## src/hw/tcdm_cfg.svh

```systemverilog
// bank count, bank depth and port widths of the tcdm cluster memory
`ifndef TCDM_CFG_SVH
`define TCDM_CFG_SVH

// number of word-interleaved banks, must stay a power of two
`define TCDM_NB_BANKS 8

// bits of the bank index, log2 of the bank count
`define TCDM_BANK_IW 3

// word address inside one bank, 64 rows
`define TCDM_BANK_AW 6

// narrow core word
`define TCDM_WORD_DW 32

// wide accelerator port
`define TCDM_WIDE_DW 128

// 32-bit lanes carried by one wide word
`define TCDM_NB_LANES 4

`endif

```

## src/hw/tcdm_pkg.sv

```systemverilog
// tcdm types: word, byte enable, wide data, bank index, row and the byte address union
`include "tcdm_cfg.svh"

package tcdm_pkg;

  // one bank word and its byte enables
  typedef logic [`TCDM_WORD_DW-1:0]   tcdm_word_t;
  typedef logic [`TCDM_WORD_DW/8-1:0] tcdm_be_t;

  // wide accelerator payload, one byte enable per byte
  typedef logic [`TCDM_WIDE_DW-1:0]   tcdm_wide_t;
  typedef logic [`TCDM_WIDE_DW/8-1:0] tcdm_wide_be_t;

  // bank number and row inside a bank
  typedef logic [`TCDM_BANK_IW-1:0] bank_idx_t;
  typedef logic [`TCDM_BANK_AW-1:0] row_t;

  // byte address seen either raw or split for word interleaving
  // consecutive words go to consecutive banks, the row sits above the bank index
  typedef union packed {
    logic [31:0] flat;
    struct packed {
      logic [31-`TCDM_BANK_AW-`TCDM_BANK_IW-2:0] unused;
      row_t                                      row;
      bank_idx_t                                 bank;
      logic [1:0]                                byte_off;
    } fields;
  } tcdm_addr_u;

endpackage

```

## src/hw/bank_conflict_arbiter.sv

```systemverilog
// bank conflict arbiter merging narrow and wide per-bank requests with narrow priority
`timescale 1ns/1ps
`include "tcdm_cfg.svh"

module bank_conflict_arbiter
  import tcdm_pkg::*;
(
  // narrow router side
  input  logic [`TCDM_NB_BANKS-1:0]       narrow_req_i,
  input  logic [`TCDM_NB_BANKS-1:0]       narrow_wen_i,
  input  row_t [`TCDM_NB_BANKS-1:0]       narrow_row_i,
  input  tcdm_word_t [`TCDM_NB_BANKS-1:0] narrow_data_i,
  input  tcdm_be_t [`TCDM_NB_BANKS-1:0]   narrow_be_i,
  // wide router side
  input  logic [`TCDM_NB_BANKS-1:0]       wide_req_i,
  input  logic [`TCDM_NB_BANKS-1:0]       wide_wen_i,
  input  row_t [`TCDM_NB_BANKS-1:0]       wide_row_i,
  input  tcdm_word_t [`TCDM_NB_BANKS-1:0] wide_data_i,
  input  tcdm_be_t [`TCDM_NB_BANKS-1:0]   wide_be_i,
  // grants back to each router
  output logic [`TCDM_NB_BANKS-1:0]       narrow_gnt_o,
  output logic [`TCDM_NB_BANKS-1:0]       wide_gnt_o,
  // bank side
  output logic [`TCDM_NB_BANKS-1:0]       bank_req_o,
  output logic [`TCDM_NB_BANKS-1:0]       bank_wen_o,
  output row_t [`TCDM_NB_BANKS-1:0]       bank_row_o,
  output tcdm_word_t [`TCDM_NB_BANKS-1:0] bank_data_o,
  output tcdm_be_t [`TCDM_NB_BANKS-1:0]   bank_be_o
);

  // banks wanted by both initiators in this cycle
  logic [`TCDM_NB_BANKS-1:0] overlap;
  logic                      wide_ok;

  assign overlap = narrow_req_i & wide_req_i;

  // wide port only moves when none of its banks is taken
  assign wide_ok = ~|overlap;

  // narrow always wins so a single bank never stalls the core
  assign narrow_gnt_o = narrow_req_i;

  // wide grant is all or nothing over its lanes
  assign wide_gnt_o = wide_ok ? wide_req_i : '0;

  // per-bank mux of the winner's fields
  always_comb begin
    for (int b = 0; b < `TCDM_NB_BANKS; b++) begin
      bank_req_o[b] = narrow_gnt_o[b] | wide_gnt_o[b];
      if (narrow_req_i[b]) begin
        bank_wen_o[b]  = narrow_wen_i[b];
        bank_row_o[b]  = narrow_row_i[b];
        bank_data_o[b] = narrow_data_i[b];
        bank_be_o[b]   = narrow_be_i[b];
      end else begin
        // idle banks also see wide fields while req stays low there
        bank_wen_o[b]  = wide_wen_i[b];
        bank_row_o[b]  = wide_row_i[b];
        bank_data_o[b] = wide_data_i[b];
        bank_be_o[b]   = wide_be_i[b];
      end
    end
  end

  // the core port reaches a single bank per cycle
  always_comb begin
    assert final ($onehot0(narrow_req_i))
      else $error("bank_conflict_arbiter: narrow request on more than one bank");
  end

endmodule

```

## config.mk

```make
export PLATFORM = sky130hd
export DESIGN_NAME = bank_conflict_arbiter
export DESIGN_NICKNAME = d
export VERILOG_FILES = /design/src/hw/tcdm_pkg.sv /design/src/hw/bank_conflict_arbiter.sv
export VERILOG_INCLUDE_DIRS = /design/src /design/src/hw
export SDC_FILE = /design/constraint.sdc
export NUM_CORES = 1
export LEC_CHECK = 0
export CORE_AREA = 4 4 416 418
export DETAILED_ROUTE_END_ITERATION = 7
export DIE_AREA = 0 0 420 422
export DONT_BUFFER_PORTS = 1
export PLACE_DENSITY = 0.3
export SLEW_MARGIN = 20
export SYNTH_ARGS = -nofsm -noshare
export SYNTH_HDL_FRONTEND = slang
export SYNTH_SLANG_ARGS = --single-unit
```

## constraint.sdc

```tcl
create_clock -name vclk -period 1.4
set_clock_uncertainty 0.1 [all_clocks]
set_input_delay 0.21 -clock vclk [all_inputs]
set_output_delay 0.21 -clock vclk [all_outputs]
set_load 0.05 [all_outputs]
```

After elaboration in Yosys (flattened, before gate mapping)
Index checks and enable logic that the tools add are counted.

Reduce and logical (&&, ||, !) cells: 1. Bitwise operators: 9. Mux-type cells: 33.

Operators with widths (count): 32-bit 2-to-1 mux (8); 6-bit 2-to-1 mux (8); 4-bit 2-to-1 mux (8); 8-bit AND (1); 1-bit 2-to-1 mux (8); 8-bit 2-to-1 mux (1); 1-bit OR (8); 8-bit OR reduction (1).

Register bits: 0. Output and inout port bits: 368. Word-level logic and storage cells: 43. Input port bits: 704.

Logic depth before layout (Yosys ltp)
Depth in word-level cells: 4. Mapped depth: 4. Gate-level depth less buffers: 3.

Worst setup path before layout
OpenSTA, ideal clock, no wires.

Path kind: input-to-output. From: input port narrow_req_i[0]. To: output port wide_gnt_o[0]. Cell stages on the path: 4. Slack: -0.693 ns. Arrival time: 1.783 ns. Data required time: 1.090 ns. Cell sequence: buf_4 > a22oi_1 > nand3_2 > nor3_1.

Longest elaborated chain between the ends: 3.

Ends and longest elaborated chain: from (decl) (line bank_conflict_arbiter.sv:9) `` input logic [`TCDM_NB_BANKS-1:0] narrow_req_i, ``; 8-bit AND (line bank_conflict_arbiter.sv:35) `assign overlap = narrow_req_i & wide_req_i;`; 8-bit OR reduction (line bank_conflict_arbiter.sv:38) `assign wide_ok = ~|overlap;`; 8-bit 2-to-1 mux (line bank_conflict_arbiter.sv:44) `assign wide_gnt_o = wide_ok ? wide_req_i : '0;`; to (decl) (line bank_conflict_arbiter.sv:22) `` output logic [`TCDM_NB_BANKS-1:0] wide_gnt_o, ``.

Every way passes these cells.

Worst setup path in the final report
From: input port narrow_req_i[6]. To: output port bank_req_o[1].

Longest elaborated chain between the ends: 4.

Ends and longest elaborated chain: 8-bit AND (line bank_conflict_arbiter.sv:35); 8-bit OR reduction (line bank_conflict_arbiter.sv:38); 8-bit 2-to-1 mux (line bank_conflict_arbiter.sv:44); 1-bit OR (line bank_conflict_arbiter.sv:49) `bank_req_o[b] = narrow_gnt_o[b] | wide_gnt_o[b];`; to (decl) (line bank_conflict_arbiter.sv:24) `` output logic [`TCDM_NB_BANKS-1:0] bank_req_o, ``.

Every way passes these cells.

==> impl_results.md <==
* Status: complete, but fails checks
* Violated checks: setup timing
* Worst Setup Start Kind: input port
* WL final at 128400 µm
* Critical path's largest stage delay at 280 ps
* Overflow left after global routing at 0
* Buf/Inv on CP at 2
* Hold EP: narrow_gnt_o[0]
* Cell breakdown of the critical path: a22oi_4 -> nand3_4 -> buf_12 -> o31ai_4 -> buf_12
* Avg Cell Area, Syn at 10.42 µm²
* Crit path launch: narrow_req_i[6]
* CP delay by family, top: compound AO/OA/AOI/OAI gates
* Most frequent CP cell: buf_12
* Yosys warnings at 0
* Fill count at 19.85k
* Top post-synthesis cells by area: mux2_2 86%, buf_2 3.3%, buf_4 2.3%, o31ai_2 2.2%, inv_1 1.3%
* Setup TNS at -2371 ps
* CP required at 1090 ps
* First DRT Iteration DRCs at 761
* Unique cell type count in the Yosys netlist at 15
* Seq cells at 0
* Ports at 1072
* Initial core utilization at 0.02662
* Dpl cell area at 0.008656 mm²
* Core Rows at 151
* Slew @ Worst Pin at 520.3 ps
* Vias in the first global route at 4806
* RSZ-0062 raised after global routing: yes
* Min-delay src: narrow_req_i[0]
* Worst Hold Class: in -> out
* Relative slew slack at 0.6547
* Gr usage total at 0.1368
* Fin area at 0.008951 mm²
* Reg area at 0 µm²
* Setup violations, final at 16
* CP endpoint kind: output port
* Global placement routability congestion at 1.037
* Vias per inst at 2.147
* Layout cells sized above 1 at 0.9658
* Post-Syn Nets at 1136
* Die area at 0.1772 mm²
* First drt pass iteration count at 5
* Cell with the most instances after synthesis: mux2_2
* Max-slew violation count at 0
* Kind of critical path: in -> out
* Port Buffers at 0
* Clock buffer cells at 0
* Worst endpoint data arrival time at 1290 ps
* Syn Inst Count at 432
* Core Area at 0.1691 mm²
* Cell Pwr Density at 648.2 mW/mm²
* Fmax at 624.2 MHz
* Setup ws final at -202.1 ps
* Maximum vdd drop at 0.0002186 V
* Leak pwr at 2.279 nW
* Die height at 422 µm
* Synth Cell Area at 0.004502 mm²
* WL/cell at 46.07 µm
* CP max FO at 46
* Antenna viol nets, final at 0
* Post-layout nets at 1174
* Crit share post-route at 1.144
* Final-report hold violation count at 0
* Detailed placement HPWL at 124200 µm
* Part of the Yosys area used for sequential elements at 0
* Yosys top cell by area: mux2_2
* Max-cap violations at 0
* Wire length of the first global-routing pass at 138500 µm
* Initial antenna violation count at 329
* DRC at 0
* Post-synth top area share at 0.8605
* Worst Hold Depth at 0
* Via count at 5986
* Worst path slowest cell: a22oi_4
* Largest net degree at the start of global routing at 47
* Period minus WS final at 1602 ps
* Commonest cells post-synth: 344 x mux2_2, 30 x buf_2, 16 x inv_1
* Layout area overhead at 98.83%
* Die W at 420 µm
logic make-up (layout without fill, tap and decap cells):
logic type,after synthesis,count (layout),share of synthesized area
and+or+nand+nor,10,10,0.01612
muxes,344,344,0.8605
AOI/OAI and AO/OA,14,14,0.04336
buffers and inverters,64,100,0.08004
other,0,102,0
layout make-up:
cell class	instances	area, µm²	area share
Antenna cell	102	255.2	0.02852
Timing Repair Buffer	84	1544	0.1725
Tap cell	2218	2775	0.3100
Multi-Input combinational cell	368	4317	0.4822
Inverter	16	60.06	0.006710
routing by layer:
| metal | routed length, µm | part of all wire | track usage |
|---|---|---|---|
| met2 | 63120 | 0.49 | 0.2450 |
| met4 | 2220 | 0.017 | 0.004248 |
| met1 | 37280 | 0.29 | 0.1218 |
| met5 | 1368 | 0.011 | 0.007654 |
| met3 | 24450 | 0.19 | 0.1179 |
through the flow:
step / std cells / hold WS [ps] / util / power [mW] / setup WS [ps]
after floorplan: 432 / 487.1 / - / 4.265 / -226.0
after global placement: 2684 / 320.9 / 0.05119 / 5.970 / -249.3
after detailed placement: 2684 / 321.0 / 0.05119 / 5.944 / -266.4
after CTS: 2686 / 321.0 / 0.05143 / 5.977 / -177.2
after global routing: 2714 / 321.0 / 0.05184 / 5.908 / -206.4
final: 2788 / 320.0 / 0.05294 / 5.802 / -202.1
worst max path at each step:
stage | slack (ps) | cells past startpoint | to
after global placement | -250 | 4 | wide_gnt_o[6]
after floorplan | -230 | 4 | bank_req_o[0]
final | -200 | 5 | bank_req_o[1]
after detailed placement | -270 | 4 | wide_gnt_o[6]
after global routing | -210 | 5 | bank_req_o[5]
after CTS | -180 | 5 | bank_req_o[2]
layout by cell type, fill, tap and decap left out:
| cell | instances |
|---|---|
| a22oi_2 | 2 |
| a22oi_4 | 2 |
| buf_12 | 73 |
| buf_4 | 11 |
| diode_2 | 102 |
| inv_1 | 16 |
| mux2_2 | 344 |
| nand3_4 | 2 |
| nor3_4 | 8 |
| o22ai_4 | 2 |
| o31ai_4 | 8 |
report_power, final:
part	switching, mW	total [mW]	internal [mW]	leakage, nW
logic	4.39	5.80	1.41	2.28
clock network	0	0.0000101	0.0000101	0.000647
registers	0	0	0	0
timing repair:
item,CTS,global route
hold buffers,0,0
endpoints found under the setup margin,16,16
setup buffers,2,0
pin swaps,4,2
resized for setup,0,0
No activity file was read; power rests on OpenSTA's default activity.
