### config.mk
export PLATFORM = sky130hd
export DESIGN_NAME = wide_router
export DESIGN_NICKNAME = d
export VERILOG_FILES = /design/src/hw/tcdm_pkg.sv /design/src/hw/wide_router.sv
export VERILOG_INCLUDE_DIRS = /design/src /design/src/hw
export SDC_FILE = /design/constraint.sdc
export NUM_CORES = 1
export LEC_CHECK = 0
export ABC_CLOCK_PERIOD_IN_PS = 8100
export BUFFER_PORTS_ARGS = -buffer_cell sky130_fd_sc_hd__buf_2
export CORE_AREA = 3 3 360 362
export DETAILED_ROUTE_END_ITERATION = 8
export DIE_AREA = 0 0 363 365
export GPL_TIMING_DRIVEN = 1
export HOLD_SLACK_MARGIN = 0.02
export PLACE_DENSITY = 0.37
export SLEW_MARGIN = 10
export SYNTH_ARGS = -nofsm -noshare
export SYNTH_HDL_FRONTEND = slang
export SYNTH_SLANG_ARGS = --single-unit
export TNS_END_PERCENT = 50
### constraint.sdc
create_clock -name clk_i -period 8.1 [get_ports clk_i]
set_input_delay 0.405 -clock clk_i [delete_from_list [all_inputs] [get_ports clk_i]]
set_output_delay 0.405 -clock clk_i [all_outputs]
set_load 0.01 [all_outputs]
### src/hw/tcdm_cfg.svh
// bank count, bank depth and port widths of the tcdm cluster memory
`ifndef TCDM_CFG_SVH
`define TCDM_CFG_SVH

// number of word-interleaved banks, must stay a power of two
`define TCDM_NB_BANKS 8

// bits of the bank index, log2 of the bank count
`define TCDM_BANK_IW 3

// word address inside one bank, 64 rows
`define TCDM_BANK_AW 6

// narrow core word
`define TCDM_WORD_DW 32

// wide accelerator port
`define TCDM_WIDE_DW 128

// 32-bit lanes carried by one wide word
`define TCDM_NB_LANES 4

`endif

### src/hw/tcdm_pkg.sv
// tcdm types: word, byte enable, wide data, bank index, row and the byte address union
`include "tcdm_cfg.svh"

package tcdm_pkg;

  // one bank word and its byte enables
  typedef logic [`TCDM_WORD_DW-1:0]   tcdm_word_t;
  typedef logic [`TCDM_WORD_DW/8-1:0] tcdm_be_t;

  // wide accelerator payload, one byte enable per byte
  typedef logic [`TCDM_WIDE_DW-1:0]   tcdm_wide_t;
  typedef logic [`TCDM_WIDE_DW/8-1:0] tcdm_wide_be_t;

  // bank number and row inside a bank
  typedef logic [`TCDM_BANK_IW-1:0] bank_idx_t;
  typedef logic [`TCDM_BANK_AW-1:0] row_t;

  // byte address seen either raw or split for word interleaving
  // consecutive words go to consecutive banks, the row sits above the bank index
  typedef union packed {
    logic [31:0] flat;
    struct packed {
      logic [31-`TCDM_BANK_AW-`TCDM_BANK_IW-2:0] unused;
      row_t                                      row;
      bank_idx_t                                 bank;
      logic [1:0]                                byte_off;
    } fields;
  } tcdm_addr_u;

endpackage

### src/hw/wide_router.sv
// wide router splitting the wide port into lanes over adjacent banks with row wrap
`timescale 1ns/1ps
`include "tcdm_cfg.svh"

module wide_router
  import tcdm_pkg::*;
(
  input  logic                            clk_i,
  input  logic                            rst_ni,
  input  logic                            clear_i,
  input  logic                            req_i,
  input  logic                            wen_i,
  input  tcdm_addr_u                      add_i,
  input  tcdm_wide_t                      data_i,
  input  tcdm_wide_be_t                   be_i,
  output logic                            gnt_o,
  output logic                            r_valid_o,
  output tcdm_wide_t                      r_data_o,
  output logic [`TCDM_NB_BANKS-1:0]       bank_req_o,
  output logic [`TCDM_NB_BANKS-1:0]       bank_wen_o,
  output row_t [`TCDM_NB_BANKS-1:0]       bank_row_o,
  output tcdm_word_t [`TCDM_NB_BANKS-1:0] bank_data_o,
  output tcdm_be_t [`TCDM_NB_BANKS-1:0]   bank_be_o,
  input  logic [`TCDM_NB_BANKS-1:0]       bank_gnt_i,
  input  tcdm_word_t [`TCDM_NB_BANKS-1:0] bank_r_data_i
);

  localparam int unsigned NB_BANKS = `TCDM_NB_BANKS;
  localparam int unsigned NB_LANES = `TCDM_NB_LANES;
  localparam int unsigned WORD_DW  = `TCDM_WORD_DW;
  localparam int unsigned WORD_BW  = `TCDM_WORD_DW / 8;
  // lane select width for a power-of-two lane count
  localparam int unsigned LANE_W   = $clog2(NB_LANES);

  // first bank of the span where lane 0 lands
  bank_idx_t offset;
  row_t      base_row;

  // steering kept for the response cycle
  bank_idx_t offset_q;
  logic      gnt_q;

  assign offset   = add_i.fields.bank;
  assign base_row = add_i.fields.row;

  // per bank the lane that maps onto it, and whether that lane exists
  always_comb begin : lane_to_bank
    bank_idx_t             lane;
    logic [LANE_W-1:0]     lane_sel;
    for (int b = 0; b < NB_BANKS; b++) begin
      // distance from the span start modulo the bank count
      lane     = bank_idx_t'(b) - offset;
      lane_sel = lane[LANE_W-1:0];

      bank_req_o[b] = req_i && (lane < bank_idx_t'(NB_LANES));
      bank_wen_o[b] = wen_i;

      // banks below the span start are only reached by wrapping,
      // they hold the next row of the wide word
      if (bank_idx_t'(b) < offset) begin
        bank_row_o[b] = base_row + row_t'(1);
      end else begin
        bank_row_o[b] = base_row;
      end

      // rotate lane payload into bank order
      // untargeted banks see junk lanes with req low
      bank_data_o[b] = data_i[lane_sel*WORD_DW +: WORD_DW];
      bank_be_o[b]   = be_i[lane_sel*WORD_BW +: WORD_BW];
    end
  end

  // all lanes go together or not at all
  assign gnt_o = req_i && ((bank_gnt_i & bank_req_o) == bank_req_o);

  always_ff @(posedge clk_i or negedge rst_ni) begin
    if (!rst_ni) begin
      gnt_q    <= 1'b0;
      offset_q <= '0;
    end else if (clear_i) begin
      gnt_q <= 1'b0;
    end else begin
      gnt_q <= gnt_o;
      // hold the rotation until the next accepted request
      if (gnt_o) begin
        offset_q <= offset;
      end
    end
  end

  assign r_valid_o = gnt_q;

  // lane l of the response comes from bank offset + l, wrapping around
  always_comb begin : bank_to_lane
    bank_idx_t src;
    for (int l = 0; l < NB_LANES; l++) begin
      src = offset_q + bank_idx_t'(l);
      r_data_o[l*WORD_DW +: WORD_DW] = bank_r_data_i[src];
    end
  end

  // the arbiter grants every requested lane or none of them
  assert property (@(posedge clk_i) disable iff (!rst_ni)
    (bank_gnt_i == '0) || (bank_gnt_i == bank_req_o))
    else $error("wide_router: partial or stray lane grant from the arbiter");

endmodule

Yosys cells after proc, flatten, opt, wreduce, memory -nomap -nowiden. Cells that the tools add are included.

Bitwise logic cells: 2. Div/mod/pow operators: 0. $mul: 0. Equal/unequal tests: 1. Shift-type cells: 16. Add/subtract/negate cells: 12. Magnitude comparators: 20. Reductions and logical operators: 10. Mux-type cells: 17.

Operators with widths (count): $shiftx 128x8->32 (8); $bmux 32 s3 (4); $mux 32 (4); $shiftx 16x5->4 (8); $mux 6 (8); $lt 3x3->1 const B (8); $lt 3x4->1 const B (4); $lt 3x3->1 const A (4); $sub 3x3->3 const A (4); $logic_and 1x1->1 (9); $and 8x8->8 (1); $eq 8x8->1 (1); $add 3x2->3 const B (2); $add 6x1->6 const B (1); $lt 1x3->1 const A (2); $lt 2x3->1 const A (2); $sub 1x3->3 const A (2); $sub 2x3->3 const A (2); $add 3x1->3 const B (1); $reduce_and 2->1 (1); $mux 1 (1); $not 1->1 (1).

Memories kept: 0. Bits in read-only memories: 0. Register bits: 4. Input port bits: 445. Logic and storage cells: 80. Bits in writable memories: 0. Latch bits: 0.

Longest topological paths before layout. Gate-level depths: netlist of run 1.

Depth after elaboration: 7. Gate-level depth with buffers: 10. Mapped depth without buffers: 6.

Least setup slack after synthesis of run 1. No wires, ideal clock.

Path kind: input port to output port. Start: in add_i[3] in the netlist's numbering. End: out bank_data_o[134] in the netlist's numbering. Arrival time: 2.879 ns. Buffers on the path: 6. Slack: 4.816 ns. Stages: 9. Path through: buf_2 -> clkbuf_1 -> buf_2 -> inv_1 -> ha_1 -> buf_2 -> buf_2 -> mux4_2 -> buf_4.

RTL lines: start, declared (line wide_router.sv:13) `input tcdm_addr_u add_i,`; end, declared (line wide_router.sv:22) `` output tcdm_word_t [`TCDM_NB_BANKS-1:0] bank_data_o, ``.

Worst setup path in the final report of run 1.
Start: reg offset_q[0]. End: out r_data_o[60].

Word-level cells in the longest chain between the ends: 3.

RTL lines: start, declared (line wide_router.sv:40) `bank_idx_t offset_q;`; start signal, assigned (line wide_router.sv:86) `offset_q <= offset;`; $add 3x1->3 (line wide_router.sv:97) `src = offset_q + bank_idx_t'(l);`; $bmux 32 s3 (line wide_router.sv:98) `r_data_o[l*WORD_DW +: WORD_DW] = bank_r_data_i[src];`; $mux 32 (implied by the code) (line wide_router.sv:98); end, declared (line wide_router.sv:18) `output tcdm_wide_t r_data_o,`.

No other way between the ends. The select of a mux whose other input is x is not followed.

==> results by group, run 1 <==
Job
  • Max Cap Violations: 0

Worst setup path
  • Delay-heaviest family, CP: buffers and inverters
  • Critical Path RT: a little under 8 ns
  • Max stage delay cell, worst path: buf_4
  • WP buf/inv: 3
  • Critical path startpoint: offset_q[0]
  • Critical path capture point type: primary output
  • Reg-to-Reg Start: offset_q[0]
  • CP cell instances: buf_12 -> buf_4 -> mux2_2 -> mux4_2 -> buf_2
  • Kind of critical path: reg -> out
  • CP peak stage delay: roughly 0.8 ns
  • Crit-path max FO: 146
  • Worst EP arrival: 3.68 ns
  • Startpoint types: register

Synthesis
  • Syn avg cell area: between 10 and 15 um^2
  • Synthesized instance count: 1054
  • Post-Syn Area: 11600 um^2
  • Sequential fraction of the synthesis area: 0.00866
  • YS warnings: 0
  • Synth cell types: 33
  • Top cells by area, synth: mux4_2 47%, buf_4 11%, mux2_2 11%, mux2_1 7.9%, mux2i_1 3.3%
  • Syn Nets: between 1500 and 2000
  • Post-synth top area share: 0.468
  • Yosys reg bits: 4
  • Synth area leader: mux4_2

Floorplan
  • Die area: 132000 um^2
  • Die height: 365 um
  • Core ar.: 127000 um^2
  • Die width: ~360 um
  • Ports: roughly 930
  • Num rows: 131
  • Initial core utilization: 0.0910

Routing
  • Final ANT Viol Nets: 0
  • Post-DR vias/cell: approximately 3.5
  • Final WL: 68.3 mm
  • Drt pass-1 iters: 4
  • DRC viols: 0
  • Vias: approximately 12000
  • WL/cell: 20.2 um
  • DRT iter0 DRCs: 579

Final layout
  • Fillers: 14608
  • Area occupied by multi-input gates: 9680 um^2
  • Sequential Area: 109 um^2
  • Layout cells sized above 1: 0.752
  • Most frequent cells in the layout: 892 x buf_2, 240 x mux4_2, 110 x mux2_2
  • Synth-to-layout area growth: 44.2%
  • Commonest non-fill, non-tap cell in the layout: buf_2
  • Nets: 2158

Clock network
  • CTS resizes: 0
  • Max Root-Sink Buffers: 2
  • # Post-CTS Setup Buffers: 0
  • Root Buffer: clkbuf_16
  • Hold_buf cts: 1
  • H-tree depth: 1
  • Worst-skew pair later-pin latency: about 0.22 ns
  • Clock transition at path regs: around 0.030 ns
  • CTS buffer count: 3
  • CTS tree: done
  • Clock sinks: 4

STA
  • Worst setup margin: 4.01 ns
  • Count of endpoints failing setup in the final report: 0
  • Max frequency: ~240 MHz
  • Final worst path period need: 4.09 ns
  • Max Slew Vio Count: 0
  • Relative slew slack: 0.303
  • Worst Tran Pin Value: 1.05 ns
  • Final period util: 0.505
  • Layout Skew: 0 ns
  • RSZ-0062 raised after global routing: no
  • Fin Setup TNS: 0 ns
  • Final Hold Fails: 0

Global routing
  • Vias in the first global route: between 10000 and 15000
  • Initial antenna violation count: 40
  • Total track usage: 0.0941
  • Pin count of the biggest net entering global routing: 147
  • Overflow after GRT: 0
  • First-pass GRT wire length: 90.4 mm

Pwr
  • Max rail drop VDD: between 0.15 and 0.2 mV
  • LEAKAGE: 0.00709 uW
  • Pwr dens: 213 nW/um^2

Place
  • Port buffer count: 894
  • Placer Congestion: 0.838
  • Hpwl dp: 59.0 mm
  • Place WS: 4.01 ns

Worst hold path
  • Min-Delay Path Class: in -> async

Status
  • Status: completed
registers in the layout, indices dropped and copies added, names as in the netlist:
register	cells
r_valid_o	1
offset_q	3
power by group:
| part | internal, uW | total, uW | switching (uW) |
|---|---|---|---|
| clock network | 65.0 | 79.3 | 14.3 |
| registers | 27.3 | 55.1 | 27.8 |
| logic | 1550 | 3420 | 1870 |
per-layer routing:
metal,wire length [um],part of all wire,GRT usage,vias to the layer above
li1,-,-,-,5312
met1,27800,0.41,0.120,5980
met2,32000,0.47,0.152,575
met3,7690,0.11,0.0410,71
met4,601,0.0088,0.00919,36
met5,253,0.0037,0,-
layout make-up:
type / instances / share of cell area
Multi-Input combinational cell: 771 / 0.581
Timing Repair Buffer: 910 / 0.279
Tap cell: 1662 / 0.125
Sequential cell: 4 / 0.00653
Clock buffer: 4 / 0.00473
Inverter: 13 / 0.00293
Antenna cell: 12 / 0.00180
cell families (layout without fill, tap and decap cells):
| kind of cell | after synthesis | in the layout | synth area share |
|---|---|---|---|
| flops | 4 | 4 | 0.00866 |
| other cells | 0 | 12 | 0 |
| xor+xnor | 39 | 39 | 0.0308 |
| fa+ha+maj | 10 | 10 | 0.0108 |
| mux | 478 | 478 | 0.698 |
| simple gates | 141 | 141 | 0.0481 |
| compound gates | 103 | 103 | 0.0460 |
| buf+inv | 279 | 927 | 0.157 |
Yosys cell counts:
library cell	count
dfrtp_1	4
o21ai_1	53
o22ai_1	1
mux2i_1	38
buf_4	168
mux4_2	240
buf_1	14
clkbuf_1	36
mux2_4	9
xnor2_1	18
a21oi_1	33
a221oi_1	1
nand2b_1	1
buf_2	35
o211a_1	1
mux2_2	110
and2_1	3
xnor2_2	1
buf_6	13
inv_1	13
ha_1	10
xor2_2	1
nor2_1	52
nand3_1	3
and3_1	3
xor2_1	19
nor3_1	2
mux2_1	81
o2111ai_1	1
nand2_1	76
nor2b_1	1
a21o_1	1
o21ai_0	12
path summary, 6_finish.rpt:
check,slack (ns),to,depth (start not counted)
setup reg to reg,6.46,offset_q[0],3
min in group clk_i,0.63,r_valid_o,3
hold / removal,0.56,offset_q[2],2
setup / recovery,4.01,r_data_o[60],5
max in group asynchronous,7.39,offset_q[0],2
hold reg to reg,1.12,offset_q[1],3
stage by stage:
step | std cells | utilization | hold slack [ns] | instance area (um^2) | power, uW
detailed placement | 3359 | 0.130 | 0.233 | 16600 | 3520
finish | 3376 | 0.131 | 0.556 | 16700 | 3550
global placement | 3359 | 0.130 | 0.234 | 16600 | 3540
floorplan | 1054 | - | 0.109 | 11600 | 2310
global route | 3368 | 0.131 | 0.580 | 16600 | 3820
CTS | 3364 | 0.131 | 0.561 | 16600 | 3620
Power figures use the tool's default switching activity.
==> run 2, diff against run 1 <==
ABC_CLOCK_PERIOD_IN_PS = 4070   (was 8100)
clock period = 4.07 ns   (was 8.1 ns; I/O delays follow)
==> results by group, run 2 (synthesis results as in run 1) <==
STA
  • Fin Setup TNS: 0 ns (unchanged)
  • Max frequency: 320 MHz
  • Layout Skew: 0 ns (unchanged)
  • Max Slew Vio Count: 0 (unchanged)
  • Final Hold Fails: 0 (unchanged)
  • Worst setup margin: 0.946 ns (was 4.01 ns)
  • Final worst path period need: approximately 3.1 ns
  • RSZ-0062 raised after global routing: no (unchanged)
  • WHS: 0.338 ns (was 0.556 ns)
  • Relative slew slack: 0.364 (was 0.303)
  • Final period util: 0.768
  • Count of endpoints failing setup in the final report: 0 (unchanged)
  • Worst Tran Pin Value: 0.954 ns (was 1.05 ns)

Routing
  • Final ANT Viol Nets: 0 (unchanged)
  • Vias: 12205 (was 11974)
  • Drt pass-1 iters: 5 (was 4)
  • Final WL: 69.9 mm (was 68.3 mm)
  • WL/cell: 20.6 um (was 20.2 um)
  • Post-DR vias/cell: 3.59 (was 3.55)
  • DRT iter0 DRCs: 553 (was 579)
  • DRC viols: 0 (unchanged)

Final layout
  • Final core occ: 0.133 (was 0.131)
  • Largest register by flop count: offset_q (unchanged)
  • Synth-to-layout area growth: 46.0% (was 44.2%)
  • Nets: 2179 (was 2158)
  • Layout cells sized above 1: 0.755 (was 0.752)
  • Final Cell Area: 16900 um^2 (was 16700 um^2)
  • Max FFs per register: 3 (unchanged)
  • Most frequent cells in the layout: 892 x buf_2, 240 x mux4_2, 110 x mux2_2 (unchanged)
  • Fillers: 14591 (was 14608)
  • Commonest non-fill, non-tap cell in the layout: buf_2 (unchanged)

Worst setup path
  • Reg2Reg Setup Slack: 2.66 ns (was 6.46 ns)
  • Startpoint types: register (unchanged)
  • CP cell instances: inv_1 -> ha_2 -> xnor2_4 -> buf_12 -> mux4_2 -> buf_2 (was buf_12 -> buf_4 -> mux2_2 -> mux4_2 -> buf_2)
  • Max stage delay cell, worst path: xnor2_4 (was buf_4)
  • Delay-heaviest family, CP: XOR/XNOR gates (was buffers and inverters)
  • Kind of critical path: reg -> out (unchanged)
  • Worst-case reg-to-reg path depth: 3 (unchanged)
  • Critical Path RT: 3.87 ns (was 7.70 ns)
  • WP buf/inv: 3 (unchanged)
  • Reg-to-Reg Start: offset_q[1] (was offset_q[0])
  • FF-to-FF End: offset_q[1] (was offset_q[0])
  • Worst EP arrival: 2.92 ns (was 3.68 ns)
  • CP peak stage delay: 0.68 ns (was 0.80 ns)
  • Critical path capture point type: primary output (unchanged)
  • Crit-path max FO: 22 (was 146)

Clock network
  • Clock transition at path regs: 0.03 ns (about the same)
  • Worst-skew pair later-pin latency: 0.23 ns (was 0.22 ns)
  • Max Root-Sink Buffers: 2 (unchanged)
  • CTS tree: done (unchanged)
  • Root Buffer: clkbuf_16 (unchanged)
  • H-tree depth: 1 (unchanged)
  • CTS buffer count: 3 (unchanged)
  • Clock sinks: 4 (unchanged)

Pwr
  • Pwr dens: 429 nW/um^2 (was 213 nW/um^2)
  • LEAKAGE: 0.00720 uW (was 0.00709 uW)
  • Sw Share: 0.533 (was 0.537)
  • Clock power share: 0.022 (about the same)
  • Comb power frac: 0.958 (was 0.962)
  • Pint: 3380 uW (was 1640 uW)
  • Max rail drop VDD: 0.339 mV (was 0.198 mV)
  • Switching Power: 3860 uW (was 1910 uW)
  • Seq pwr share: 0.020 (was 0.015)

Place
  • Placer Congestion: 0.868 (was 0.838)
  • Hpwl dp: 60.9 mm (was 59.0 mm)
  • Place WS: 1.05 ns (was 4.01 ns)
  • Port buffer count: 894 (unchanged)
  • Placed Area: 16700 um^2 (was 16600 um^2)

Global routing
  • First-pass GRT wire length: 92.6 mm (was 90.4 mm)
  • Overflow after GRT: 0 (unchanged)
  • Initial antenna violation count: 42 (was 40)
  • Total track usage: 0.0966 (was 0.0941)
  • Vias in the first global route: 11892 (was 11631)
  • Pin count of the biggest net entering global routing: 122 (was 147)

Floorplan
  • Die width: 363 um (unchanged)
  • Die height: 365 um (unchanged)
  • Num rows: 131 (unchanged)
  • Ports: 927 (unchanged)
  • Initial core utilization: 0.0910 (unchanged)
  • Core ar.: 127000 um^2 (unchanged)
  • Die area: 132000 um^2 (unchanged)

Status
  • Status: completed (unchanged)

Job
  • Max Cap Violations: 0 (unchanged)

Worst hold path
  • Min-Delay Path Class: in -> async (unchanged)
[run 2: changes by cell type in the layout (fill, tap and decap cells not counted)]
cell	previous run	this run
buf_12	3	6
buf_4	13	31
diode_2	12	15
[run 2: stage by stage]
stage	std cells	total power, uW
after floorplan	1054	4600
after global placement	3380	7190
after detailed placement	3380	7170
after CTS	3385	7350
after global routing	3394	7770
final	3400	7240
[run 2: area by class of cell]
type	count	area (um^2)	area share
antenna	15	37.5	0.00222
clock buffer	4	78.8	0.00467
inverter	13	48.8	0.00289
multi-input combinational	771	9680	0.574
sequential	4	109	0.00645
tap	1662	2080	0.123
timing repair buffer	931	4840	0.287
[run 2: worst max-delay path by stage]
stage                start                to  slack (ns)  cells past startpoint
2_1_floorplan     add_i[3]  bank_data_o[134]        1.19                      9
4_1_cts        offset_q[0]     r_data_o[123]        0.80                      6
3_5_place_dp   offset_q[0]     r_data_o[123]        1.05                      6
5_1_grt        offset_q[0]     r_data_o[123]        0.74                      6
6_report       offset_q[0]     r_data_o[123]        0.95                      6
3_3_place_gp   offset_q[0]     r_data_o[123]        1.06                      6
[run 2: per-layer routing]
layer	track usage	routed length, um	up-vias
met1	0.122	28200	6154
met3	0.0445	8150	77
li1	-	-	5354
met5	0	242	-
met2	0.155	32700	584
met4	0.0114	718	36
[run 2: timing repair]
action,4_1_cts,5_1_grt
setup endpoints to repair,0,0
buffers inserted,0,0
hold buffers,1,0
hold endpoints to repair,4,0
gates resized for setup,0,0
[run 2: power by group through the flow]
stage          Sequential, uW  Clock, uW  Combinational, uW
2_1_floorplan            53.9          0               4550
3_3_place_gp              148          0               7040
3_5_place_dp              147          0               7020
4_1_cts                   147        163               7040
5_1_grt                   152        170               7450
6_report                  141        160               6930
