===== src/hw/tcdm_cfg.svh =====
// bank count, bank depth and port widths of the tcdm cluster memory
`ifndef TCDM_CFG_SVH
`define TCDM_CFG_SVH

// number of word-interleaved banks, must stay a power of two
`define TCDM_NB_BANKS 8

// bits of the bank index, log2 of the bank count
`define TCDM_BANK_IW 3

// word address inside one bank, 64 rows
`define TCDM_BANK_AW 6

// narrow core word
`define TCDM_WORD_DW 32

// wide accelerator port
`define TCDM_WIDE_DW 128

// 32-bit lanes carried by one wide word
`define TCDM_NB_LANES 4

`endif


===== src/hw/tcdm_pkg.sv =====
// tcdm types: word, byte enable, wide data, bank index, row and the byte address union
`include "tcdm_cfg.svh"

package tcdm_pkg;

  // one bank word and its byte enables
  typedef logic [`TCDM_WORD_DW-1:0]   tcdm_word_t;
  typedef logic [`TCDM_WORD_DW/8-1:0] tcdm_be_t;

  // wide accelerator payload, one byte enable per byte
  typedef logic [`TCDM_WIDE_DW-1:0]   tcdm_wide_t;
  typedef logic [`TCDM_WIDE_DW/8-1:0] tcdm_wide_be_t;

  // bank number and row inside a bank
  typedef logic [`TCDM_BANK_IW-1:0] bank_idx_t;
  typedef logic [`TCDM_BANK_AW-1:0] row_t;

  // byte address seen either raw or split for word interleaving
  // consecutive words go to consecutive banks, the row sits above the bank index
  typedef union packed {
    logic [31:0] flat;
    struct packed {
      logic [31-`TCDM_BANK_AW-`TCDM_BANK_IW-2:0] unused;
      row_t                                      row;
      bank_idx_t                                 bank;
      logic [1:0]                                byte_off;
    } fields;
  } tcdm_addr_u;

endpackage


===== src/hw/narrow_router.sv =====
// narrow router steering the 32-bit core port to one interleaved bank and back
`timescale 1ns/1ps
`include "tcdm_cfg.svh"

module narrow_router
  import tcdm_pkg::*;
(
  input  logic                            clk_i,
  input  logic                            rst_ni,
  input  logic                            clear_i,
  input  logic                            req_i,
  input  logic                            wen_i,
  input  tcdm_addr_u                      add_i,
  input  tcdm_word_t                      data_i,
  input  tcdm_be_t                        be_i,
  output logic                            gnt_o,
  output logic                            r_valid_o,
  output tcdm_word_t                      r_data_o,
  output logic [`TCDM_NB_BANKS-1:0]       bank_req_o,
  output logic [`TCDM_NB_BANKS-1:0]       bank_wen_o,
  output row_t [`TCDM_NB_BANKS-1:0]       bank_row_o,
  output tcdm_word_t [`TCDM_NB_BANKS-1:0] bank_data_o,
  output tcdm_be_t [`TCDM_NB_BANKS-1:0]   bank_be_o,
  input  logic [`TCDM_NB_BANKS-1:0]       bank_gnt_i,
  input  tcdm_word_t [`TCDM_NB_BANKS-1:0] bank_r_data_i
);

  bank_idx_t sel_bank;
  bank_idx_t sel_bank_q;
  logic      gnt_q;

  // bank index straight from the interleaving bits
  assign sel_bank = add_i.fields.bank;

  // only the addressed bank sees req while the rest is broadcast
  always_comb begin
    for (int b = 0; b < `TCDM_NB_BANKS; b++) begin
      bank_req_o[b]  = req_i && (sel_bank == bank_idx_t'(b));
      bank_wen_o[b]  = wen_i;
      bank_row_o[b]  = add_i.fields.row;
      bank_data_o[b] = data_i;
      bank_be_o[b]   = be_i;
    end
  end

  // grant mirrors the arbiter decision on the selected bank
  assign gnt_o = req_i & bank_gnt_i[sel_bank];

  // remember which bank answers next cycle
  always_ff @(posedge clk_i or negedge rst_ni) begin
    if (!rst_ni) begin
      gnt_q      <= 1'b0;
      sel_bank_q <= '0;
    end else if (clear_i) begin
      gnt_q <= 1'b0;
    end else begin
      gnt_q <= gnt_o;
      if (gnt_o) begin
        sel_bank_q <= sel_bank;
      end
    end
  end

  // r_valid follows every grant by one cycle for reads and writes alike
  assign r_valid_o = gnt_q;
  assign r_data_o  = bank_r_data_i[sel_bank_q];

  // the arbiter never grants a bank this port did not ask for
  assert property (@(posedge clk_i) disable iff (!rst_ni)
    (bank_gnt_i & ~bank_req_o) == '0)
    else $error("narrow_router: grant on a bank that was not requested");

endmodule


===== config.mk =====
export PLATFORM = sky130hd
export DESIGN_NAME = narrow_router
export DESIGN_NICKNAME = d
export VERILOG_FILES = /design/src/hw/tcdm_pkg.sv /design/src/hw/narrow_router.sv
export VERILOG_INCLUDE_DIRS = /design/src /design/src/hw
export SDC_FILE = /design/constraint.sdc
export NUM_CORES = 1
export LEC_CHECK = 0
export ABC_AREA = 1
export BUFFER_PORTS_ARGS = -buffer_cell sky130_fd_sc_hd__buf_2
export CAP_MARGIN = 25
export CORE_AREA = 3 3 280 282
export DETAILED_ROUTE_END_ITERATION = 10
export DIE_AREA = 0 0 283 285
export REMOVE_ABC_BUFFERS = 1
export SLEW_MARGIN = 10
export SYNTH_ARGS = -nofsm -noshare
export SYNTH_HDL_FRONTEND = slang
export SYNTH_SLANG_ARGS = --single-unit
export TNS_END_PERCENT = 50

===== constraint.sdc =====
create_clock -name clk_i -period 1.8 [get_ports clk_i]
set_clock_uncertainty 0.15 [all_clocks]
set_input_delay 0.09 -clock clk_i [delete_from_list [all_inputs] [get_ports clk_i]]
set_output_delay 0.09 -clock clk_i [all_outputs]
set_load 0.005 [all_outputs]

## After elaboration in Yosys (flattened, before gate mapping)

Cells that the tools add are included.

- Flip-flop bits (word level): 4
- Input port bits: 337
- Word-level logic and storage cells: 28

- Order comparisons: 2
- Equality and inequality tests: 7
- Muxes and demuxes: 5
- Bitwise logic cells: 2
- Reductions and logical operators: 10

Operators by type and width:

| operator | count |
|---|---|
| $bmux W32 S3 | 1 |
| $mux W32 | 1 |
| $eq A3 B3 Y1 const B | 4 |
| $logic_and A1 B1 Y1 | 8 |
| $lt A3 B4 Y1 const B | 2 |
| $eq A3 B2 Y1 const B | 2 |
| $bmux W1 S3 | 1 |
| $eq A3 B1 Y1 const B | 1 |
| $logic_not A3 Y1 | 1 |
| $mux W1 | 2 |
| $reduce_and A2 Y1 | 1 |
| $and A1 B1 Y1 | 1 |
| $not A1 Y1 | 1 |

## Longest topological paths before layout

Gate-level depths: netlist (run 1).

- Word-level depth: 4
- Mapped depth: 11

## Least setup slack after synthesis (run 1)

Ideal clock, no wire load.

- Kind: register -> output
- Start point: register sel_bank_q[0]
- End point: output r_data_o[4]
- Arrival time: 1.123 ns
- Required time: 1.560 ns
- Setup slack: 0.437 ns
- Stages on the path, launching flop included: 10
- Path buffers: 3
- Cell sequence: dfrtp_1 -> buf_6 -> buf_8 -> buf_6 -> nor2_1 -> nor2_1 -> o21ai_1 -> o21ai_1 -> nand2_1 -> nand2_1

- Cells in the longest elaborated chain, start to end: 2

RTL lines:

| element | line | source |
|---|---|---|
| start: declaration | narrow_router.sv:29 | `bank_idx_t sel_bank_q;` |
| start signal: assignment | narrow_router.sv:59 | `sel_bank_q <= sel_bank;` |
| $bmux W32 S3 | narrow_router.sv:66 | `assign r_data_o = bank_r_data_i[sel_bank_q];` |
| $mux W32 (not written as such) | narrow_router.sv:66 |  |
| end: declaration | narrow_router.sv:18 | `output tcdm_word_t r_data_o,` |

No other way between the ends. The select of a mux whose other input is x is not followed.

## Worst setup path in the final report (run 1)

- Start point: register sel_bank_q[0]
- End point: output r_data_o[28]

Same word-level chain as after synthesis.

==> summary.txt, run 1 <==
status: complete, but fails checks
violated checks: setup timing
number of fill cells: 8980
CP cell instances: buf_12 -> buf_8 -> buf_12 -> nor2_4 -> nor2_1 -> o21ai_1 -> o21ai_1 -> nand2_1 -> nand2_2 -> buf_8
Seq. cell area: 109 sq um
r2r startpoint: sel_bank_q[0]
first-pass GRT wire length: 53.6 mm
Clk network pwr share: 6.9%
GP Congestion: 0.908
die width: 283 microns
cell family with most CP delay: buffers and inverters
setup slack after layout: -0.233 ns
worst hold path class: in2reg
Initial Util: 6.88%
initial DRC count: 221
drt total wl: 42.9 mm
vias per cell: 2.95
critical path launch point: sel_bank_q[0]
Comb power frac: 89.7%
H-tree depth: 1
CP Data Required Time: 1.56 ns
FF-to-FF path depth: 4
Critical Path Sink Type: primary output
switch share: 51.1%
CP Data Arrival Time: 1.79 ns
most frequent cells in the layout: buf_2 (296), nor2_1 (176), nand2_1 (117)
fin. max-slew vios: 0
Final nets: 1244
Fin. Hold Viols: 0
clock-pin slew on the worst setup and hold paths: 0.03 ns
Post-Synthesis Cells: 932
clk_lat worst skew: 0.23 ns
multi-input logic area: 2390 sq um
LEAKAGE: 2.81 nW
post-layout util: 8.36%
placed cells: 1920
pin count of the biggest net entering global routing: 35
first-pass iteration count of the detailed router: 4
Worst R2R Setup Slack: 0.52 ns
Fmax achieved: 492 MHz
CP Max Fanout: 8
commonest non-fill, non-tap cell in the layout: buf_2
IO buf count: 312
Least-Margin Pin Slew: 0.313 ns
synth top area cells: buf_4 (50%), nor2_1 (14%), o21ai_0 (13%)
row cnt: 101
Sw Pwr: 2.66 mW
grt total ovfl: 0
MaxCap Viol Count: 0
Area growth, synth to finish: 21.5%
Internal: 2.54 mW
worst setup path endpoint: r_data_o[28]
Die H: 285 microns
max incr delay on CP: 0.55 ns
Avg Synthesized Cell Area: 5.60 sq um
Mapped Area: 5220 sq um
Max VDD drop: 0.547 mV
Num CTS Buffers: 3
clk sinks: 4
vias in the first global route: 5473
Slew headroom: 79.1%
fin crit period: 2.03 ns
proportion of netlist area held by the largest area contributor: 50.3%
#FFs+latches synth: 4
DR DRC count: 0
Ys Warns: 0
IO Pins: 723
core area: 75900 sq um
Reg-to-Reg End: sel_bank_q[0]
critical path depth in cells: 10
Tcrit/Tclk final: 113%
Setup crit start kind: flip-flop
clock root cell: clkbuf_16
Avg WL per Cell: 22.1 microns
layout cells sized above 1: 45.4%
Cell Pwr Density: 819 nW/um^2
critical path type: reg2out
Final Power: 5.20 mW
vias post-DR: 5714
Layout Cells excl Fill: 1940
Global Route Usage Sum: 9.93%
CTS tree: built
DP HPWL: 38.1 mm
RSZ-0062 raised after global routing: true
Die ar.: 80700 sq um
final number of setup-violating endpoints: 32
area leader, netlist: buf_4
critical path's slowest cell: dfrtp_4
CP Buf/Inv Count: 4
antenna violations before repair: 9
Sequential Power Share: 3.4%
library cells used by synthesis: 16
ANT nets after route: 0
register area share after synthesis: 1.92%
CTS Buffer Depth: 2
[flip-flops by register name, summed over array words and instances, names as in the netlist]
name        cells
sel_bank_q      3
r_valid_o       1
[worst min-delay path by stage]
stage / endpoint / from / cells after the start / slack (ns)
2_1_floorplan: r_valid_o / rst_ni / 0 / -0.36
3_3_place_gp: r_valid_o / rst_ni / 1 / -0.24
3_5_place_dp: r_valid_o / rst_ni / 1 / -0.24
4_1_cts: sel_bank_q[2] / clear_i / 4 / 0.02
5_1_grt: bank_data_o[79] / data_i[15] / 0 / 0.03
6_report: sel_bank_q[2] / clear_i / 4 / 0.02
[cell families after synthesis]
family	count (synthesis)	share of synthesized area (%)
compound gates	192	18.4
buf+inv	403	55.6
flops	4	1.92
simple gates	333	24.1
[synth_stat cells, drive strengths merged]
cell type / count
nand3: 3
o21ai: 192
inv: 9
buf: 371
clkbuf: 23
nand2: 129
dfrtp: 4
nor2: 201
[area by class of cell]
| class | instances | area share, % |
|---|---|---|
| multi-input combinational | 525 | 37.6 |
| tap | 1030 | 20.3 |
| sequential | 4 | 1.71 |
| antenna | 4 | 0.158 |
| inverter | 9 | 0.651 |
| clock buffer | 4 | 1.24 |
| timing repair buffer | 364 | 38.3 |
[tightest hold or removal path, delay by kind of cell]
kind	cells	cell delay, ns
buf+inv	2	0.14
simple gates	2	0.13
[what timing repair did]
action / in CTS / in global routing
pin swaps: 27 / 16
endpoints found under the setup margin: 32 / 32
hold endpoints to repair: 5 / 0
buffers inserted: 3 / 4
hold buffers: 2 / 0
gates resized for setup: 102 / 37
cloned: 4 / 1
[power by group through the flow]
stage	clock (mW)	combinational, mW	sequential, mW
detailed placement	0	4.10	0.177
CTS	0.367	4.70	0.186
floorplan	0	1.44	0.380
finish	0.361	4.66	0.175
global route	0.375	5.27	0.188
global placement	0	4.09	0.177
[per-stage QoR]
stage | setup WS, ns | cell area (sq um) | setup TNS [ns] | hold WS [ns]
after global placement | -0.195 | 5750 | -0.613 | -0.237
after detailed placement | -0.172 | 5750 | -0.594 | -0.235
final | -0.233 | 6350 | -4.87 | 0.0239
after global routing | -0.338 | 6340 | -8.42 | 0.0301
after floorplan | -2.97 | 2350 | -96.03 | -0.356
after CTS | -0.222 | 6200 | -5.48 | 0.0249
[routing by layer]
metal	part of all wire, %	track usage, %
met1	30	8.67
met2	43	15.6
met3	20	8.65
met4	5.9	4.91
met5	0.85	3.15
No activity file was read; power rests on OpenSTA's default activity.
==> inputs of run 2 (changes only) <==
--- a/config.mk
+++ b/config.mk
@@ -9,9 +9,12 @@
 export ABC_AREA = 1
 export BUFFER_PORTS_ARGS = -buffer_cell sky130_fd_sc_hd__buf_2
 export CAP_MARGIN = 25
-export CORE_AREA = 3 3 280 282
+export CELL_PAD_IN_SITES_DETAIL_PLACEMENT = 0
+export CELL_PAD_IN_SITES_GLOBAL_PLACEMENT = 1
+export CORE_AREA = 3 3 278 280
 export DETAILED_ROUTE_END_ITERATION = 10
-export DIE_AREA = 0 0 283 285
+export DIE_AREA = 0 0 281 283
+export PLACE_DENSITY_LB_ADDON = 0.1
 export REMOVE_ABC_BUFFERS = 1
 export SLEW_MARGIN = 10
 export SYNTH_ARGS = -nofsm -noshare
==> run 2 against run 1 <==
Against the previous run: the flow still finishes with violations (setup timing); non-clock buffer count grew 9; routed wire length grew 21%; flip-flop and latch count is the same; maximum frequency grew 0.56%; global-route usage grew 2.3 points.
==> summary.txt, run 2 (synthesis results as in run 1) <==
status: complete, but fails checks (unchanged)
violated checks: setup timing (unchanged)
antenna violations before repair: 33 (was 9)
initial DRC count: 232 (was 221)
Fin. Hold Viols: 0 (unchanged)
grt total ovfl: 0 (unchanged)
fin. max-slew vios: 0 (unchanged)
vias per cell: 3.12 (was 2.95)
Cell Pwr Density: 862 nW/um^2 (was 819 nW/um^2)
Final nets: 1253 (was 1244)
Max VDD drop: 0.336 mV (was 0.547 mV)
Layout Cells excl Fill: 1897 (was 1940)
Worst R2R Setup Slack: 0.51 ns (was 0.52 ns)
Slew headroom: 71.5% (was 79.1%)
Die ar.: 79500 sq um (was 80700 sq um)
critical path type: reg2out (unchanged)
pre-CTS WS: -0.122 ns (was -0.172 ns)
cell area after placement: 5650 sq um (was 5750 sq um)
CP Data Arrival Time: 1.78 ns (was 1.79 ns)
CTS tree: built (unchanged)
Critical Path Sink Type: primary output (unchanged)
clk_lat worst skew: 0.23 ns (about the same)
setup slack after layout: -0.222 ns (was -0.233 ns)
Final Power: 5.56 mW (was 5.20 mW)
final number of setup-violating endpoints: 32 (unchanged)
LEAKAGE: 2.89 nW (was 2.81 nW)
placed cells: 1859 (was 1920)
clock root cell: clkbuf_16 (unchanged)
first-pass iteration count of the detailed router: 4 (unchanged)
Setup crit start kind: flip-flop (unchanged)
Setup Total Neg Slack: -4.94 ns (was -4.87 ns)
Area growth, synth to finish: 23.5% (was 21.5%)
most frequent cells in the layout: buf_2 (300), nor2_1 (183), nand2_1 (119) (was buf_2 (296), nor2_1 (176), nand2_1 (117))
H-tree depth: 1 (unchanged)
Finished Cell Area: 6450 sq um (was 6350 sq um)
max reg flops: 3 (unchanged)
Initial Util: 6.99% (was 6.88%)
core area: 74700 sq um (was 75900 sq um)
Fmax achieved: 495 MHz (was 492 MHz)
DP HPWL: 43.2 mm (was 38.1 mm)
clk sinks: 4 (unchanged)
Num CTS Buffers: 3 (unchanged)
Die H: 283 microns (was 285 microns)
commonest non-fill, non-tap cell in the layout: buf_2 (unchanged)
IO buf count: 312 (unchanged)
drt total wl: 52.0 mm (was 42.9 mm)
GP Congestion: 0.715 (was 0.908)
clock-pin slew on the worst setup and hold paths: 0.03 ns (about the same)
MaxCap Viol Count: 0 (unchanged)
Tcrit/Tclk final: 112% (was 113%)
worst hold path class: in2out (was in2reg)
Least-Margin Pin Slew: 0.425 ns (was 0.313 ns)
vias post-DR: 5920 (was 5714)
first-pass GRT wire length: 65.2 mm (was 53.6 mm)
post-layout util: 8.63% (was 8.36%)
IO Pins: 723 (unchanged)
fin crit period: 2.02 ns (was 2.03 ns)
CTS Buffer Depth: 2 (unchanged)
layout cells sized above 1: 46.2% (was 45.4%)
Global Route Usage Sum: 12.2% (was 9.93%)
largest register by flop count: sel_bank_q (unchanged)
die width: 281 microns (was 283 microns)
DR DRC count: 0 (unchanged)
hold_ws: 0.0300 ns (was 0.0239 ns)
CP Data Required Time: 1.56 ns (about the same)
pin count of the biggest net entering global routing: 40 (was 35)
ANT nets after route: 0 (unchanged)
row cnt: 100 (was 101)
CP Max Fanout: 17 (was 8)
RSZ-0062 raised after global routing: true (unchanged)
Avg WL per Cell: 27.4 microns (was 22.1 microns)
vias in the first global route: 6247 (was 5473)
-- run 2: changes by cell type in the layout (fill, tap and decap cells not counted), sizes merged --
cell and change:
buf +7, bufbuf +1, clkbuf +2, diode +9
dlygate4sd3 -1
-- run 2: critical path, cell delays in order, from the launching register on --
cell	delay, ns
dfrtp_4	0.55
buf_6	0.17
bufbuf_16	0.29
nor2_1	0.11
nor2_1	0.04
o21ai_0	0.07
o21ai_1	0.09
nand2_1	0.06
nand2_1	0.04
buf_2	0.12
-- run 2: power breakdown --
group / internal [mW] / switching (mW) / total (mW)
registers: 0.118 / 0.0506 / 0.168
clock network: 0.293 / 0.0662 / 0.359
logic: 2.28 / 2.75 / 5.03
-- run 2: final timing paths --
| check | cells after the start | startpoint | end |
|---|---|---|---|
| worst max-delay path | 9 | sel_bank_q[0] | r_data_o[24] |
| worst min-delay path | 0 | data_i[0] | bank_data_o[96] |
| worst max register to register | 4 | sel_bank_q[0] | sel_bank_q[0] |
| worst min register to register | 3 | sel_bank_q[2] | sel_bank_q[2] |
| max in group asynchronous | 2 | rst_ni | sel_bank_q[0] |
| min in group asynchronous | 2 | rst_ni | sel_bank_q[1] |
-- run 2: metal layers --
layer	wire, microns	global-route usage [%]	up-vias
met1	17700	12.0	2608
met5	563	3.60	-
li1	-	-	2594
met4	1880	3.75	37
met3	9840	10.5	78
met2	22000	18.6	603
-- run 2: cell type report --
class                   instances  area [sq um]
diodes                         13          32.5
clock buffers                   4          78.8
fillers                      8945         68200
inverters                       9          41.3
multi-input cells             525          2380
flip-flops and latches          4           109
well taps                     969          1210
repair buffers                373          2600
-- run 2: timing repair --
action	in CTS	in global routing
hold endpoints to repair	4	0
gates resized for setup	89	59
setup buffers	10	2
pin swaps	16	11
hold buffers	1	0
cloned	6	3
endpoints found under the setup margin	32	32
==> inputs of run 3 (changes only) <==
--- a/config.mk
+++ b/config.mk
@@ -11,10 +11,11 @@
 export CAP_MARGIN = 25
 export CELL_PAD_IN_SITES_DETAIL_PLACEMENT = 0
 export CELL_PAD_IN_SITES_GLOBAL_PLACEMENT = 1
-export CORE_AREA = 3 3 278 280
+export CORE_AREA = 3 3 279 281
 export DETAILED_ROUTE_END_ITERATION = 10
-export DIE_AREA = 0 0 281 283
+export DIE_AREA = 0 0 282 284
 export PLACE_DENSITY_LB_ADDON = 0.1
+export RECOVER_POWER = 50
 export REMOVE_ABC_BUFFERS = 1
 export SLEW_MARGIN = 10
 export SYNTH_ARGS = -nofsm -noshare
==> constraint.sdc (replaced) <==
create_clock -name clk_i -period 2.45 [get_ports clk_i]
set_clock_uncertainty 0.15 [all_clocks]
set_input_delay 0.1225 -clock clk_i [delete_from_list [all_inputs] [get_ports clk_i]]
set_output_delay 0.1225 -clock clk_i [all_outputs]
set_load 0.005 [all_outputs]
==> run 3 against run 2 <==
Against the previous run: hold slack better by 0.034 ns; routed wire length decreased by 6.1%; critical endpoint is now r_data_o[30]; critical path depth down 1; the run now ends clean; largest cell class is now multi-input combinational cells; clock power fell by 28%; first-iteration DRC count grew 15%; largest power group unchanged; critical path type unchanged; cell count fell by 1.7%; count of clock-buffer cells in the layout did not move.
==> summary.txt, run 3 (synthesis results as in run 1) <==
status: complete, no violations (was complete, but fails checks)
critical path type: reg2out (unchanged)
fin crit period: 2.25 ns
first-pass GRT wire length: 61.0 mm (was 65.2 mm)
Die H: 284 microns (was 283 microns)
vias per cell: 3.00 (was 3.12)
clk_lat worst skew: 0.22 ns (was 0.23 ns)
Seq. cell area: 109 sq um (unchanged)
Global Route Usage Sum: 11.4% (was 12.2%)
CP Max Fanout: 52 (was 17)
FF-to-FF path depth: 3 (was 4)
Num CTS Buffers: 3 (unchanged)
pin count of the biggest net entering global routing: 73 (was 40)
multi-input logic area: 2220 sq um (was 2380 sq um)
clk sinks: 4 (unchanged)
Internal: 1.24 mW (was 2.69 mW)
IO Pins: 723 (unchanged)
Comb power frac: 86.6% (was 90.5%)
Reg-to-Reg End: sel_bank_q[1] (was sel_bank_q[0])
CTS tree: built (unchanged)
Tcrit/Tclk final: 91.7%
Worst R2R Setup Slack: 1.18 ns (was 0.51 ns)
Fin. Hold Viols: 0 (unchanged)
vias in the first global route: 5638 (was 6247)
Layout Cells excl Fill: 1864 (was 1897)
Setup crit start kind: flip-flop (unchanged)
pre-CTS WS: 0.334 ns (was -0.122 ns)
Area growth, synth to finish: 5.44% (was 23.5%)
Max VDD drop: 0.185 mV (was 0.336 mV)
GP Congestion: 0.709 (was 0.715)
post-CTS setup buffers: 0 (was 10)
RSZ-0062 raised after global routing: false (was true)
Sequential Power Share: 4.8% (was 3.0%)
ANT nets after route: 0 (unchanged)
Final Power: 3.02 mW (was 5.56 mW)
r2r startpoint: sel_bank_q[1] (was sel_bank_q[0])
worst setup path endpoint: r_data_o[30] (was r_data_o[24])
initial DRC count: 266 (was 232)
CP Data Required Time: 2.18 ns (was 1.56 ns)
worst hold path class: in2reg (was in2out)
Slew headroom: 62.8% (was 71.5%)
switch share: 58.9% (was 51.6%)
row cnt: 101 (was 100)
first-pass iteration count of the detailed router: 4 (unchanged)
LEAKAGE: 2.49 nW (was 2.89 nW)
vias post-DR: 5595 (was 5920)
CP Data Arrival Time: 1.98 ns (was 1.78 ns)
antenna violations before repair: 30 (was 33)
layout cells sized above 1: 39.1% (was 46.2%)
Cell Pwr Density: 549 nW/um^2 (was 862 nW/um^2)
Die ar.: 80100 sq um (was 79500 sq um)
H-tree depth: 1 (unchanged)
clock root cell: clkbuf_16 (unchanged)
drt total wl: 48.9 mm (was 52.0 mm)
fin. max-slew vios: 0 (unchanged)
Sw Pwr: 1.78 mW (was 2.87 mW)
DR DRC count: 0 (unchanged)
most frequent cells in the layout: buf_2 (312), nor2_1 (201), o21ai_0 (138) (was buf_2 (300), nor2_1 (183), nand2_1 (119))
Final nets: 1211 (was 1253)
Initial Util: 6.90% (was 6.99%)
max reg flops: 3 (unchanged)
largest register by flop count: sel_bank_q (unchanged)
Least-Margin Pin Slew: 0.558 ns (was 0.425 ns)
setup slack after layout: 0.202 ns (was -0.222 ns)
die width: 282 microns (was 281 microns)
number of fill cells: 9062 (was 8945)
Fmax achieved: 445 MHz
critical path launch point: sel_bank_q[0] (unchanged)
clock-pin slew on the worst setup and hold paths: 0.03 ns (about the same)
grt total ovfl: 0 (unchanged)
Avg WL per Cell: 26.2 microns (was 27.4 microns)
Finished Cell Area: 5510 sq um (was 6450 sq um)
cell area after placement: 5390 sq um (was 5650 sq um)
Critical Path Sink Type: primary output (unchanged)
CTS Buffer Depth: 2 (unchanged)
core area: 75700 sq um (was 74700 sq um)
IO buf count: 312 (unchanged)
DP HPWL: 41.7 mm (was 43.2 mm)
MaxCap Viol Count: 0 (unchanged)
placed cells: 1846 (was 1859)
final number of setup-violating endpoints: 0 (was 32)
commonest non-fill, non-tap cell in the layout: buf_2 (unchanged)
Clk network pwr share: 8.6% (was 6.5%)
[run 3: cell types whose count changed in the layout (fill, tap and decap cells not counted), moves of 7 or more]
cell / before / now
nor2_1: 183 / 201
buf_6: 21 / 0
nor2_2: 11 / 0
nor2_4: 7 / 0
buf_2: 300 / 312
buf_4: 17 / 10
nand2_2: 10 / 2
buf_12: 20 / 8
o21ai_1: 85 / 54
nand2_1: 119 / 127
o21ai_0: 93 / 138
o21ai_2: 13 / 0
[run 3: worst min-delay path by stage]
stage          startpoint       endpoint  slack [ns]  cells past startpoint
3_3_place_gp       rst_ni  sel_bank_q[0]       -0.21                      1
2_1_floorplan      rst_ni      r_valid_o       -0.32                      0
4_1_cts          add_i[4]  sel_bank_q[2]        0.07                      3
3_5_place_dp       rst_ni  sel_bank_q[0]       -0.21                      1
6_report         add_i[4]  sel_bank_q[2]        0.06                      3
5_1_grt          add_i[4]  sel_bank_q[2]        0.09                      3
[run 3: critical path, stage by stage, from the launching register on]
cell and delay, ns:
dfrtp_4 0.54, inv_4 0.10, buf_12 0.25, buf_4 0.31
o21ai_0 0.16, o21ai_1 0.10, nand2_1 0.06, nand2_1 0.08
buf_2 0.11
[run 3: power groups by stage]
stage | combinational, mW | sequential, mW | clock (mW)
final | 2.62 | 0.145 | 0.260
after detailed placement | 2.78 | 0.152 | 0
after CTS | 2.80 | 0.151 | 0.267
after global placement | 2.85 | 0.150 | 0
after floorplan | 1.05 | 0.279 | 0
after global routing | 3.05 | 0.155 | 0.277
[run 3: area by class of cell]
cell class	count	share of cell area [%]
Tap cell	978	22.2
Antenna cell	13	0.591
Clock buffer	4	1.43
Multi-Input combinational cell	525	40.3
Timing Repair Buffer	331	32.8
Sequential cell	4	1.98
Inverter	9	0.659
[run 3: what timing repair did]
| action | in CTS | in global routing |
|---|---|---|
| endpoints found under the setup margin | 0 | 1 |
| hold endpoints to repair | 4 | 0 |
| hold buffers | 1 | 0 |
| gates resized for setup | 0 | 1 |
[run 3: through the flow]
step | hold WS, ns | TNS, ns | utilization [%]
after CTS | 0.0662 | 0 | 7.23
after global routing | 0.0861 | 0 | 7.25
final | 0.0636 | 0 | 7.27
after detailed placement | -0.208 | 0 | 7.11
after floorplan | -0.323 | -75.15 | -
after global placement | -0.211 | 0 | 7.11
[run 3: metal layers]
layer	part of all wire (%)	wire length, microns	global-route usage [%]	vias up
li1	-	-	-	2492
met1	32	15900	10.9	2376
met2	42	20700	17.5	611
met3	21	10300	10.8	71
met4	3.2	1560	2.53	45
met5	0.90	442	2.44	-
